### config.mk
export PLATFORM = sky130hd
export DESIGN_NAME = stash
export DESIGN_NICKNAME = d
export VERILOG_FILES = /design/src/design/stashPkg.sv /design/src/design/stashCore.sv /design/src/design/stashScanTable.sv /design/src/design/stash.sv
export SDC_FILE = /design/constraint.sdc
export NUM_CORES = 1
export LEC_CHECK = 0
export BUFFER_PORTS_ARGS = -buffer_cell sky130_fd_sc_hd__buf_4
export CAP_MARGIN = 20
export CORE_UTILIZATION = 60
export CTS_BUF_LIST = sky130_fd_sc_hd__clkbuf_8
export CTS_CLUSTER_SIZE = 28
export DETAILED_ROUTE_END_ITERATION = 6
export PLACE_DENSITY = 0.79
export SLEW_MARGIN = 0
export SYNTH_ARGS = -nofsm -noshare
export SYNTH_HDL_FRONTEND = slang
export SYNTH_HIERARCHICAL = 1
export SYNTH_SLANG_ARGS = --single-unit
### constraint.sdc
create_clock -name Clock -period 14.5 [get_ports Clock]
set_input_delay 2.175 -clock Clock [delete_from_list [all_inputs] [get_ports Clock]]
set_output_delay 2.175 -clock Clock [all_outputs]
set_load 0.03 [all_outputs]
### src/design/stashPkg.sv
/*
 Tree geometry, block layout and FSM state encoding shared by the stash
 modules and the testbench. Import it wherever a block or a state is used.
*/
package stashPkg;

	// --------------------------------------------------
	// Tree geometry
	// --------------------------------------------------

	// Leaf bits, also the index of the deepest level
	localparam int ORAML = 3;

	// Block slots in each bucket
	localparam int BucketZ = 2;

	// Slots on one root-to-leaf path
	localparam int BlocksOnPath = (ORAML + 1) * BucketZ;

	// --------------------------------------------------
	// Block format
	// --------------------------------------------------

	// Address 0 is reserved for dummy blocks
	localparam int PAddrWidth = 8;
	localparam int DataWidth = 32;

	// One block, as it moves between decrypt, stash and encrypt
	typedef struct packed {
		logic [PAddrWidth-1:0] paddr;
		logic [ORAML-1:0] leaf;
		logic [DataWidth-1:0] data;
	} stashBlock;

	// Frontend return word
	typedef struct packed {
		logic hit;
		stashBlock block;
	} returnInfo;

	// --------------------------------------------------
	// Access FSM
	// --------------------------------------------------

	typedef enum logic [2:0] {
		stateReset,
		stateIdle,
		statePathRead,
		stateLookup,
		stateWriteback
	} stashState;

endpackage

### src/design/stashCore.sv
/*
 Stash block storage. Real blocks land in the lowest free slot, lookups walk
 the slots one per cycle, and writeback reads slots by index and frees them.
*/
module stashCore #(
	parameter int StashCapacity = 16,
	localparam int SLOT_INDEX_WIDTH = $clog2(StashCapacity),
	localparam int CountWidth = $clog2(StashCapacity + 1)
) (
	input logic Clock,
	input logic reset,

	// Allocation from the path read
	input stashPkg::stashBlock coreWrite,
	input logic coreWriteEnable,

	// Lookup and remap
	input logic [stashPkg::PAddrWidth-1:0] lookupPAddr,
	input logic lookupStart,
	input logic [stashPkg::ORAML-1:0] remapLeaf,
	output logic lookupDone,
	output logic lookupHit,
	output logic [SLOT_INDEX_WIDTH-1:0] lookupSlot,
	output stashPkg::stashBlock lookupBlock,

	// Slot state toward the scan table
	output logic [StashCapacity-1:0] slotValids,
	output logic [StashCapacity-1:0][stashPkg::ORAML-1:0] slotLeaves,

	// Writeback read port
	input logic [SLOT_INDEX_WIDTH-1:0] slotRead,
	input logic slotReadEnable,
	input logic slotFree,
	output stashPkg::stashBlock slotBlock,

	// Fill level
	output logic [CountWidth-1:0] occupancy,
	output logic full
);
	import stashPkg::*;

	// Payload, no reset needed
	stashBlock slotData [StashCapacity];

	stashState phase;
	logic [SLOT_INDEX_WIDTH-1:0] scanIndex;
	logic [SLOT_INDEX_WIDTH-1:0] freeSlot;
	logic scanMatch;
	logic allocate;
	logic freeing;

	// --------------------------------------------------
	// Allocation
	// --------------------------------------------------

	assign full = &slotValids;
	assign allocate = coreWriteEnable && !full;
	assign freeing = slotReadEnable && slotFree;

	// Lowest free slot wins
	always_comb begin
		freeSlot = '0;
		for (int i = StashCapacity - 1; i >= 0; i--) begin
			if (!slotValids[i]) begin
				freeSlot = SLOT_INDEX_WIDTH'(i);
			end
		end
	end

	// Valid bits, cleared on reset
	always_ff @(posedge Clock) begin
		if (reset) begin
			slotValids <= '0;
		end else begin
			if (allocate) begin
				slotValids[freeSlot] <= 1'b1;
			end
			if (freeing) begin
				slotValids[slotRead] <= 1'b0;
			end
		end
	end

	// Running count instead of a popcount
	always_ff @(posedge Clock) begin
		if (reset) begin
			occupancy <= '0;
		end else begin
			case ({allocate, freeing})
				2'b10: occupancy <= occupancy + 1'b1;
				2'b01: occupancy <= occupancy - 1'b1;
				default: occupancy <= occupancy;
			endcase
		end
	end

	// --------------------------------------------------
	// Lookup walk
	// --------------------------------------------------

	always_ff @(posedge Clock) begin
		if (reset) begin
			phase <= stateReset;
			scanIndex <= '0;
		end else begin
			case (phase)
				// Valid bits cleared during reset, one more cycle to settle
				stateReset: phase <= stateIdle;
				stateIdle: begin
					if (lookupStart) begin
						phase <= stateLookup;
						scanIndex <= '0;
					end
				end
				stateLookup: begin
					if (lookupDone) begin
						phase <= stateIdle;
					end else begin
						scanIndex <= scanIndex + 1'b1;
					end
				end
				default: phase <= stateIdle;
			endcase
		end
	end

	assign scanMatch = slotValids[scanIndex] && (slotData[scanIndex].paddr == lookupPAddr);

	// Stop on a hit or after the last slot
	assign lookupDone = (phase == stateLookup)
		&& (scanMatch || scanIndex == SLOT_INDEX_WIDTH'(StashCapacity - 1));
	assign lookupHit = (phase == stateLookup) && scanMatch;
	assign lookupSlot = scanIndex;
	// Block as stored, before the remap lands
	assign lookupBlock = scanMatch ? slotData[scanIndex] : '0;

	// --------------------------------------------------
	// Payload writes and remap
	// --------------------------------------------------

	always_ff @(posedge Clock) begin
		if (allocate) begin
			slotData[freeSlot] <= coreWrite;
		end
		// New leaf written in the cycle the hit is reported
		if (lookupHit) begin
			slotData[scanIndex].leaf <= remapLeaf;
		end
	end

	always_comb begin
		for (int i = 0; i < StashCapacity; i++) begin
			slotLeaves[i] = slotData[i].leaf;
		end
	end

	assign slotBlock = slotReadEnable ? slotData[slotRead] : '0;

	// Top drops real blocks itself once the stash is full, and never writes mid-lookup
	assert property (@(posedge Clock) disable iff (reset)
		coreWriteEnable |-> !full && phase != stateLookup);

endmodule

### src/design/stashScanTable.sv
/*
 Writeback slot picker. For each output position of the path it names the
 lowest stash slot that may live in the current bucket, or asks for a dummy.
*/
module stashScanTable #(
	parameter int StashCapacity = 16,
	localparam int SLOT_INDEX_WIDTH = $clog2(StashCapacity)
) (
	input logic Clock,
	input logic reset,
	input logic [stashPkg::ORAML-1:0] AccessLeaf,

	// Slot state from the core
	input logic [StashCapacity-1:0] slotValids,
	input logic [StashCapacity-1:0][stashPkg::ORAML-1:0] slotLeaves,

	// Writeback stepping from the top
	input logic assignStart,
	input logic nextSlot,
	output logic assignValid,
	output logic [SLOT_INDEX_WIDTH-1:0] assignSlot,
	output logic assignDummy
);
	import stashPkg::*;

	localparam int LevelWidth = $clog2(ORAML + 1);
	localparam int PosWidth = (BucketZ > 1) ? $clog2(BucketZ) : 1;

	logic [StashCapacity-1:0] takenMask;
	logic [StashCapacity-1:0] eligible;
	logic [StashCapacity-1:0] candidates;
	logic [LevelWidth-1:0] level;
	logic [PosWidth-1:0] bucketPos;

	// Deepest shared level, leaf bit 0 picks the child of the root
	function automatic logic [LevelWidth-1:0] commonDepth(
		input logic [ORAML-1:0] slotLeaf,
		input logic [ORAML-1:0] pathLeaf
	);
		logic [LevelWidth-1:0] depth;
		depth = LevelWidth'(ORAML);
		// Walk down so the lowest mismatching bit wins
		for (int b = ORAML - 1; b >= 0; b--) begin
			if (slotLeaf[b] != pathLeaf[b]) begin
				depth = LevelWidth'(b);
			end
		end
		return depth;
	endfunction

	// --------------------------------------------------
	// Eligibility and greedy pick
	// --------------------------------------------------

	always_comb begin
		for (int i = 0; i < StashCapacity; i++) begin
			eligible[i] = commonDepth(slotLeaves[i], AccessLeaf) >= level;
		end
	end

	assign candidates = slotValids & ~takenMask & eligible;
	assign assignDummy = ~|candidates;

	// Lowest index first
	always_comb begin
		assignSlot = '0;
		for (int i = StashCapacity - 1; i >= 0; i--) begin
			if (candidates[i]) begin
				assignSlot = SLOT_INDEX_WIDTH'(i);
			end
		end
	end

	// --------------------------------------------------
	// Position stepping, leaf bucket up to the root
	// --------------------------------------------------

	always_ff @(posedge Clock) begin
		if (reset) begin
			assignValid <= 1'b0;
			takenMask <= '0;
			level <= '0;
			bucketPos <= '0;
		end else if (assignStart) begin
			assignValid <= 1'b1;
			takenMask <= '0;
			level <= LevelWidth'(ORAML);
			bucketPos <= '0;
		end else if (assignValid && nextSlot) begin
			if (!assignDummy) begin
				takenMask[assignSlot] <= 1'b1;
			end
			if (bucketPos == PosWidth'(BucketZ - 1)) begin
				bucketPos <= '0;
				// Root bucket done
				if (level == '0) begin
					assignValid <= 1'b0;
				end else begin
					level <= level - 1'b1;
				end
			end else begin
				bucketPos <= bucketPos + 1'b1;
			end
		end
	end

	// An assigned slot is freed by the core on the following edge
	assert property (@(posedge Clock) disable iff (reset)
		assignValid && nextSlot && !assignDummy |=> !slotValids[$past(assignSlot)]);

endmodule

### src/design/stash.sv
/*
 Path ORAM stash top level. Takes in a decrypted path, returns the requested
 block to the frontend, then writes the path back under credit flow control.
*/
module stash #(
	parameter int StashCapacity = 16,
	parameter int ReadCredits = 4
) (
	input logic Clock,
	input logic reset,

	// Access command, held while the access runs
	input logic [stashPkg::ORAML-1:0] AccessLeaf,
	input logic [stashPkg::PAddrWidth-1:0] AccessPAddr,
	input logic [stashPkg::ORAML-1:0] AccessNewLeaf,
	input logic StartAccess,

	// Decrypted path in, valid/ready
	input stashPkg::stashBlock WriteBlock,
	input logic WriteValid,
	output logic WriteReady,

	// Frontend return
	output stashPkg::returnInfo ReturnInfo,
	output logic ReturnValid,

	// Writeback toward encryption, credit based
	output stashPkg::stashBlock ReadBlock,
	output logic ReadValid,
	input logic ReadCreditReturn,

	// Status
	output logic AccessDone,
	output logic StashAlmostFull,
	output logic StashOverflow
);
	import stashPkg::*;

	localparam int SLOT_INDEX_WIDTH = $clog2(StashCapacity);
	localparam int CountWidth = $clog2(StashCapacity + 1);
	localparam int BeatWidth = $clog2(BlocksOnPath);
	localparam int CreditWidth = $clog2(ReadCredits + 1);

	stashState state, nextState;
	logic [BeatWidth-1:0] pathCount, beatCount;
	logic [CreditWidth-1:0] creditCount;
	logic writeFire, realBlock, pathLast, readBeat, beatLast;

	logic coreWriteEnable, lookupDone, lookupHit, full, assignValid, assignDummy;
	logic [SLOT_INDEX_WIDTH-1:0] lookupSlot, assignSlot;
	stashBlock lookupBlock, slotBlock;
	logic [StashCapacity-1:0] slotValids;
	logic [StashCapacity-1:0][ORAML-1:0] slotLeaves;
	logic [CountWidth-1:0] occupancy;

	// --------------------------------------------------
	// Access FSM
	// --------------------------------------------------

	assign writeFire = WriteValid && WriteReady;
	assign realBlock = WriteBlock.paddr != '0;
	assign pathLast = writeFire && pathCount == BeatWidth'(BlocksOnPath - 1);
	assign readBeat = ReadValid;
	assign beatLast = readBeat && beatCount == BeatWidth'(BlocksOnPath - 1);

	always_ff @(posedge Clock) begin
		if (reset) begin
			state <= stateReset;
		end else begin
			state <= nextState;
		end
	end

	always_comb begin
		nextState = state;
		case (state)
			// One cycle for the core to finish clearing
			stateReset: nextState = stateIdle;
			stateIdle: if (StartAccess) nextState = statePathRead;
			statePathRead: if (pathLast) nextState = stateLookup;
			stateLookup: if (lookupDone) nextState = stateWriteback;
			stateWriteback: if (beatLast) nextState = stateIdle;
			default: nextState = stateIdle;
		endcase
	end

	// Path blocks in and writeback beats out
	always_ff @(posedge Clock) begin
		if (reset || state != statePathRead) begin
			pathCount <= '0;
		end else if (writeFire) begin
			pathCount <= pathCount + 1'b1;
		end
		if (reset || state != stateWriteback) begin
			beatCount <= '0;
		end else if (readBeat) begin
			beatCount <= beatCount + 1'b1;
		end
	end

	assign WriteReady = state == statePathRead;
	// Dummies are taken off the bus and dropped, so are real blocks once full
	assign coreWriteEnable = writeFire && realBlock && !full;

	// --------------------------------------------------
	// Return and writeback datapath
	// --------------------------------------------------

	always_ff @(posedge Clock) begin
		ReturnValid <= !reset && state == stateLookup && lookupDone;
		AccessDone <= !reset && state == stateWriteback && beatLast;
	end

	always_ff @(posedge Clock) begin
		if (lookupDone) begin
			ReturnInfo <= '{hit: lookupHit, block: lookupBlock};
		end
	end

	assign ReadValid = state == stateWriteback && assignValid && creditCount != '0;

	// Dummy block keeps the path leaf
	always_comb begin
		ReadBlock = slotBlock;
		if (assignDummy) begin
			ReadBlock = '0;
			ReadBlock.leaf = AccessLeaf;
		end
	end

	// Credits, capped at the initial grant
	always_ff @(posedge Clock) begin
		if (reset) begin
			creditCount <= CreditWidth'(ReadCredits);
		end else if (ReadCreditReturn && !readBeat) begin
			if (creditCount != CreditWidth'(ReadCredits)) begin
				creditCount <= creditCount + 1'b1;
			end
		end else if (!ReadCreditReturn && readBeat) begin
			creditCount <= creditCount - 1'b1;
		end
	end

	// --------------------------------------------------
	// Status
	// --------------------------------------------------

	always_ff @(posedge Clock) begin
		if (reset) begin
			StashAlmostFull <= 1'b0;
			StashOverflow <= 1'b0;
		end else begin
			StashAlmostFull <= occupancy >= CountWidth'(StashCapacity - BlocksOnPath);
			// Sticky until reset
			if (writeFire && realBlock && full) begin
				StashOverflow <= 1'b1;
			end
		end
	end

	stashCore #(.StashCapacity(StashCapacity)) core (
		.Clock(Clock),
		.reset(reset),
		.coreWrite(WriteBlock),
		.coreWriteEnable(coreWriteEnable),
		.lookupPAddr(AccessPAddr),
		.lookupStart(pathLast),
		.remapLeaf(AccessNewLeaf),
		.lookupDone(lookupDone),
		.lookupHit(lookupHit),
		.lookupSlot(lookupSlot),
		.lookupBlock(lookupBlock),
		.slotValids(slotValids),
		.slotLeaves(slotLeaves),
		.slotRead(assignSlot),
		.slotReadEnable(readBeat),
		.slotFree(!assignDummy),
		.slotBlock(slotBlock),
		.occupancy(occupancy),
		.full(full)
	);

	stashScanTable #(.StashCapacity(StashCapacity)) scanTable (
		.Clock(Clock),
		.reset(reset),
		.AccessLeaf(AccessLeaf),
		.slotValids(slotValids),
		.slotLeaves(slotLeaves),
		.assignStart(state == stateLookup && lookupDone),
		.nextSlot(readBeat),
		.assignValid(assignValid),
		.assignSlot(assignSlot),
		.assignDummy(assignDummy)
	);

	// Last credit spent with none coming back stalls the next beat
	assert property (@(posedge Clock) disable iff (reset)
		ReadValid && creditCount == CreditWidth'(1) && !ReadCreditReturn |=> !ReadValid);

	// A hit block stays resident into writeback
	assert property (@(posedge Clock) disable iff (reset)
		state == stateLookup && lookupHit |=> slotValids[$past(lookupSlot)]);

endmodule

Word-level counts from Yosys, hierarchy flattened
Memory sizes are Yosys's and may differ from the RTL's. A register that Yosys moved wholly into a read port is not among the register bits.
Cells that the tools add are included.
W data, S select, Z words.
{"block": "op_classes", "add_sub_neg": 9, "reduce_logical": 49, "bitwise": 7, "mul": 0, "magnitude_cmp": 22, "n_eq_ne": 72, "n_mux": 120, "shifts": 0, "n_div": 0}
{"op": "$mux W4", "n": 36}
{"op": "$mux W43", "n": 2}
{"op": "$mux W2", "n": 36}
{"op": "$and A16 B16 Y16", "n": 3}
{"op": "$mux W16", "n": 3}
{"op": "$ne A1 B1 Y1", "n": 48}
{"op": "$ge A2 B2 Y1", "n": 16}
{"op": "$not A16 Y16", "n": 2}
{"op": "$or A16 B16 Y16", "n": 2}
{"op": "$mux W1", "n": 28}
{"op": "$mux W3", "n": 8}
{"op": "$logic_and A1 B1 Y1", "n": 23}
{"op": "$reduce_and A16 Y1", "n": 1}
{"op": "$reduce_or A16 Y1", "n": 1}
{"op": "$lt A4 B5 Y1 const B", "n": 3}
{"op": "$pmux W3 S4", "n": 1}
{"op": "$reduce_bool A2 Y1", "n": 6}
{"op": "$ne A2 B2 Y1 const B", "n": 5}
{"op": "$pmux W5 S2", "n": 1}
{"op": "$add A3 B1 Y3 const B", "n": 3}
{"op": "$eq A3 B2 Y1 const B", "n": 3}
{"op": "$eq A3 B3 Y1 const B", "n": 3}
{"op": "$reduce_and A3 Y1", "n": 3}
{"op": "$demux W1 S4", "n": 2}
{"op": "other kinds (27)", "n": 40}
{"block": "totals", "latchBits": 0, "reg_bits": 108, "ramBits": 688, "out_inout_bits": 93, "memories": 1, "mem_bits_ro": 0}
{"name": "core.slotData", "words": 16, "width": 43, "read_ports": 18, "rd_clocked_by_memory_dff": 1, "wr": 2, "line_no": "stashCore.sv:43", "text": "stashBlock slotData [StashCapacity];"}

Longest topological paths before layout
An unclocked memory read counts as a cell.
{"block": "logic_depth", "ltp_word": 30, "depth_mapped": 25, "ltp_nobuf": 21}

Modules after synthesis
The synthesis kept the hierarchy.
{"module": "stashCore", "n_inst": 1, "seq_area_each_um2": 21280.4, "cells_each": 1789, "area_each_um2": 35023.6}
{"module": "stash", "n_inst": 1, "seq_area_each_um2": 1641.6, "cells_each": 180, "area_each_um2": 2446.1}
{"module": "stashScanTable", "n_inst": 1, "seq_area_each_um2": 400.4, "cells_each": 287, "area_each_um2": 2354.8}

Worst setup path after synthesis
Ideal clock, no wire load.
{"block": "synth_timing", "path_type": "input to output", "startpoint": "input port AccessLeaf[0] (netlist name)", "endpoint": "output port ReadBlock[32] (netlist name)", "t_arrival_ns": 7.320, "n_path_buf": 5, "required_ns": 12.325, "stages": 17, "slack_ns": 5.005, "path_cell_list": "clkbuf_1 -> buf_1 -> xor2_1 -> o21bai_1 -> ha_1 -> nor3b_1 -> or4b_1 -> o211ai_1 -> a211oi_1 -> o32ai_2 -> clkbuf_1 -> clkbuf_1 -> buf_1 -> mux4_2 -> mux4_2 -> and2_1 -> mux2_2"}
{"element": "start, declared", "line_no": "stash.sv:13", "text": "input logic [stashPkg::ORAML-1:0] AccessLeaf,"}
{"element": "end, declared", "line_no": "stash.sv:28", "text": "output stashPkg::stashBlock ReadBlock,"}

==> results.md <==
* Status: finished, final reports clean
* Port bufs at 154
* Leading area contributor after synthesis: edfxtp_1
* CTS Sinks at 799
* Row count at 94
* R2r endpoint: core/slotData[2][34]
* Min-delay src: scanTable/takenMask[8]
* Ratio of cells with drive above 1 in the final layout at 35.33%
* Nature of the critical path endpoint: output pin
* Clk buf depth at 3
* Die W at 259.6 um
* First-pass GRT wire length at 150.4 mm
* HP Class: reg -> reg
* M1 wire length at 37.56 mm
* Max Clk Rate at 100.6 MHz
* # fillers at 4254
* Detailed-route via count at 23260
* Setup_tns at 0 ns
* WL met3 at 10.49 mm
* Routed wire length at 102.6 mm
* Vias per Instance at 6.921
* Layout area overhead at 10.51%
* Final Instance Area at 44010 um^2
* Leak Pwr at 13.79 nW
* # setup viols final at 0
* Critical-path maximum fanout at 52
* Pin count of the biggest net entering global routing at 98
* Antenna violations before repair at 10
* Seq/Total Area, Yosys at 58.56%
* Clock transition at the registers of the reported paths at 0.07 ns
* Crit Path Category: in -> out
* Final HPWL DP at 58.75 mm
* CTS resizes at 0
* Most common cell in the netlist: edfxtp_1
* Yosys top cell area share at 55.19%
* Final worst path period need at 9.942 ns
* Starting Density at 60.57%
* Worst rel slew slack at 22.69%
* Startpoint Class: primary input
* Clock latency at the later pin of the worst-skew pair at 0.80 ns
* Pwr per Cell Area at 101.3 nW/um^2
* Synth async-reset ratio at 0%
* Routed Antenna Nets at 0
* Max VDD drop at 0.1006 mV
* Max-cap violations at 0
* Postcts setup bufs at 0
* Uppermost layer routed: met5
* #FFs+latches synth at 799
* Unrepaired setup endpoints after global routing: false
* CTS Buf Count at 130
* Core outline area at 65750 um^2
* Area of the multi-input gates at 15560 um^2
* Reg-to-reg slack, setup at 8.55 ns
* Yosys cell types at 81
* Top-level I/O count at 155
* Vias in the first global route at 23890
* Number of flops mapped to enable cells by yosys at 732
* TritonCTS clock tree: done
* Hold_buf cts at 0
* Htree depth at 4
* Most used DFF post-synth: edfxtp_1
* DRT iter0 DRCs at 2914
* Critical Path AT at 7.77 ns
* Hold Fails Final Rpt at 0
* Post-route clock period utilization at 68.57%
* Avg Inst Size Synth at 17.65 um^2
* Synthesized area at 39820 um^2
* Cells on worst reg2reg path at 9
* Hold slack at 0.4480 ns
* Slew Viols, Final at 0
* Hold path endpoint: scanTable/takenMask[8]
* Mapped Nets at 2365
* Top cells by area, synth: edfxtp_1 (55%), mux4_2 (24%), dfxtp_1 (3.4%)
* GRT overflow at 0
* Placed Area at 41580 um^2
* Die Y at 259.6 um
* Worst-Margin Slew at 1.160 ns
* First drt pass iteration count at 5
* Worst EP required at 12.32 ns
* Die ar. at 67410 um^2
* DR WL met2 at 50.89 mm
* DRC viols at 0
* Post-synth top cells: edfxtp_1 (732), mux4_2 (424), nor2_1 (111), clkbuf_1 (101), and2_1 (88)
* Gr usage total at 31.13%
* Final Skew at 0.05239 ns
* Ys Warns at 6
* Nets at 2497
* Post-Syn Instances at 2256
* WL/cell at 30.53 um
* Root buffer cell: clkbuf_8
* GP Congestion at 0.9392
* Hold Path Depth at 2
* Register area at 23340 um^2
## critical path, cell delays in order
cell	delay [ns]
buf_4	0.26
xor2_1	0.22
o21bai_1	0.11
ha_1	0.28
nor3b_1	0.05
or4b_4	0.53
a21oi_1	0.22
a211oi_1	0.16
o32ai_4	0.31
buf_4	0.74
buf_4	0.92
mux4_2	0.62
mux4_2	0.49
and2_1	0.16
nor2b_1	0.16
buf_4	0.21
## power by group
part           leakage (nW)  switching [mW]  total [mW]  internal, mW
logic                  5.49          0.0676       0.108        0.0400
clock network          1.37           0.895        1.84         0.942
registers              6.93         0.00360        2.52          2.51
## layer usage
metal	track usage, %	vias to the layer above
met3	7.310	244
met1	41.20	12090
met4	13.20	6
li1	-	9476
met2	50.01	1441
met5	0	-
## kinds of logic (layout without fill, tap and decap cells)
kind of cell | Yosys count | count (layout) | synth area share (%)
AO/OA/AOI/OAI | 142 | 142 | 2.501
XOR/XNOR | 74 | 74 | 1.627
adder cells (fa/ha/maj) | 47 | 47 | 1.514
buffers and inverters | 223 | 458 | 2.733
flip-flops | 799 | 799 | 58.56
multiplexers | 508 | 508 | 26.36
other | 0 | 6 | 0
AND/OR/NAND/NOR | 463 | 463 | 6.701
## sequential cells by signal, indices dropped and copies added (netlist names), 4 cells and up, named ones only
register             flops
core/lookupSlot          4
core/slotData          688
core/occupancy           5
core/slotValids         16
ReturnInfo              44
scanTable/takenMask     16
## how the worst max path moves through the flow
stage	from	end	slack, ns	cells past startpoint
3_5_place_dp	AccessLeaf[1]	ReadBlock[17]	4.50	16
3_3_place_gp	AccessLeaf[1]	ReadBlock[30]	4.61	16
5_1_grt	AccessLeaf[1]	ReadBlock[10]	4.22	16
2_1_floorplan	AccessLeaf[0]	ReadBlock[32]	5.00	17
6_report	AccessLeaf[1]	ReadBlock[17]	4.56	16
4_1_cts	AccessLeaf[1]	ReadBlock[17]	4.50	16
## metrics by stage
step | setup WS (ns) | power, mW | utilization (%) | instances
after detailed placement | 4.499 | 2.670 | 63.24 | 3120
after global placement | 4.610 | 2.664 | 63.21 | 3119
after floorplan | 5.005 | 2.616 | - | 2256
final | 4.558 | 4.460 | 66.94 | 3361
after CTS | 4.501 | 4.485 | 66.92 | 3355
after global routing | 4.216 | 4.590 | 66.94 | 3361
## placed cells by master (no fill, tap or decap), types with 24 or more instances in the layout
master    synthesis  final
edfxtp_1        732    732
mux4_2          424    424
buf_4            51    192
clkbuf_8          0    135
nor2_1          111    102
and2_1           88     88
nand2_1          71     71
dfxtp_1          67     63
inv_1            29     61
mux2i_1          57     57
nor2b_1          50     49
xor2_1           46     46
ha_1             45     45
clkinv_1          0     31
xnor2_1          28     28
a21oi_1          25     24
## layout make-up
class / count / area share (%)
flip-flops and latches: 799 / 53.03
multi-input cells: 1234 / 35.37
clock buffers: 135 / 4.222
repair buffers: 194 / 3.366
well taps: 864 / 2.456
clock inverters: 100 / 1.268
inverters: 29 / 0.2587
diodes: 6 / 0.03412
Note: power is estimated with default switching activity, not from simulation.
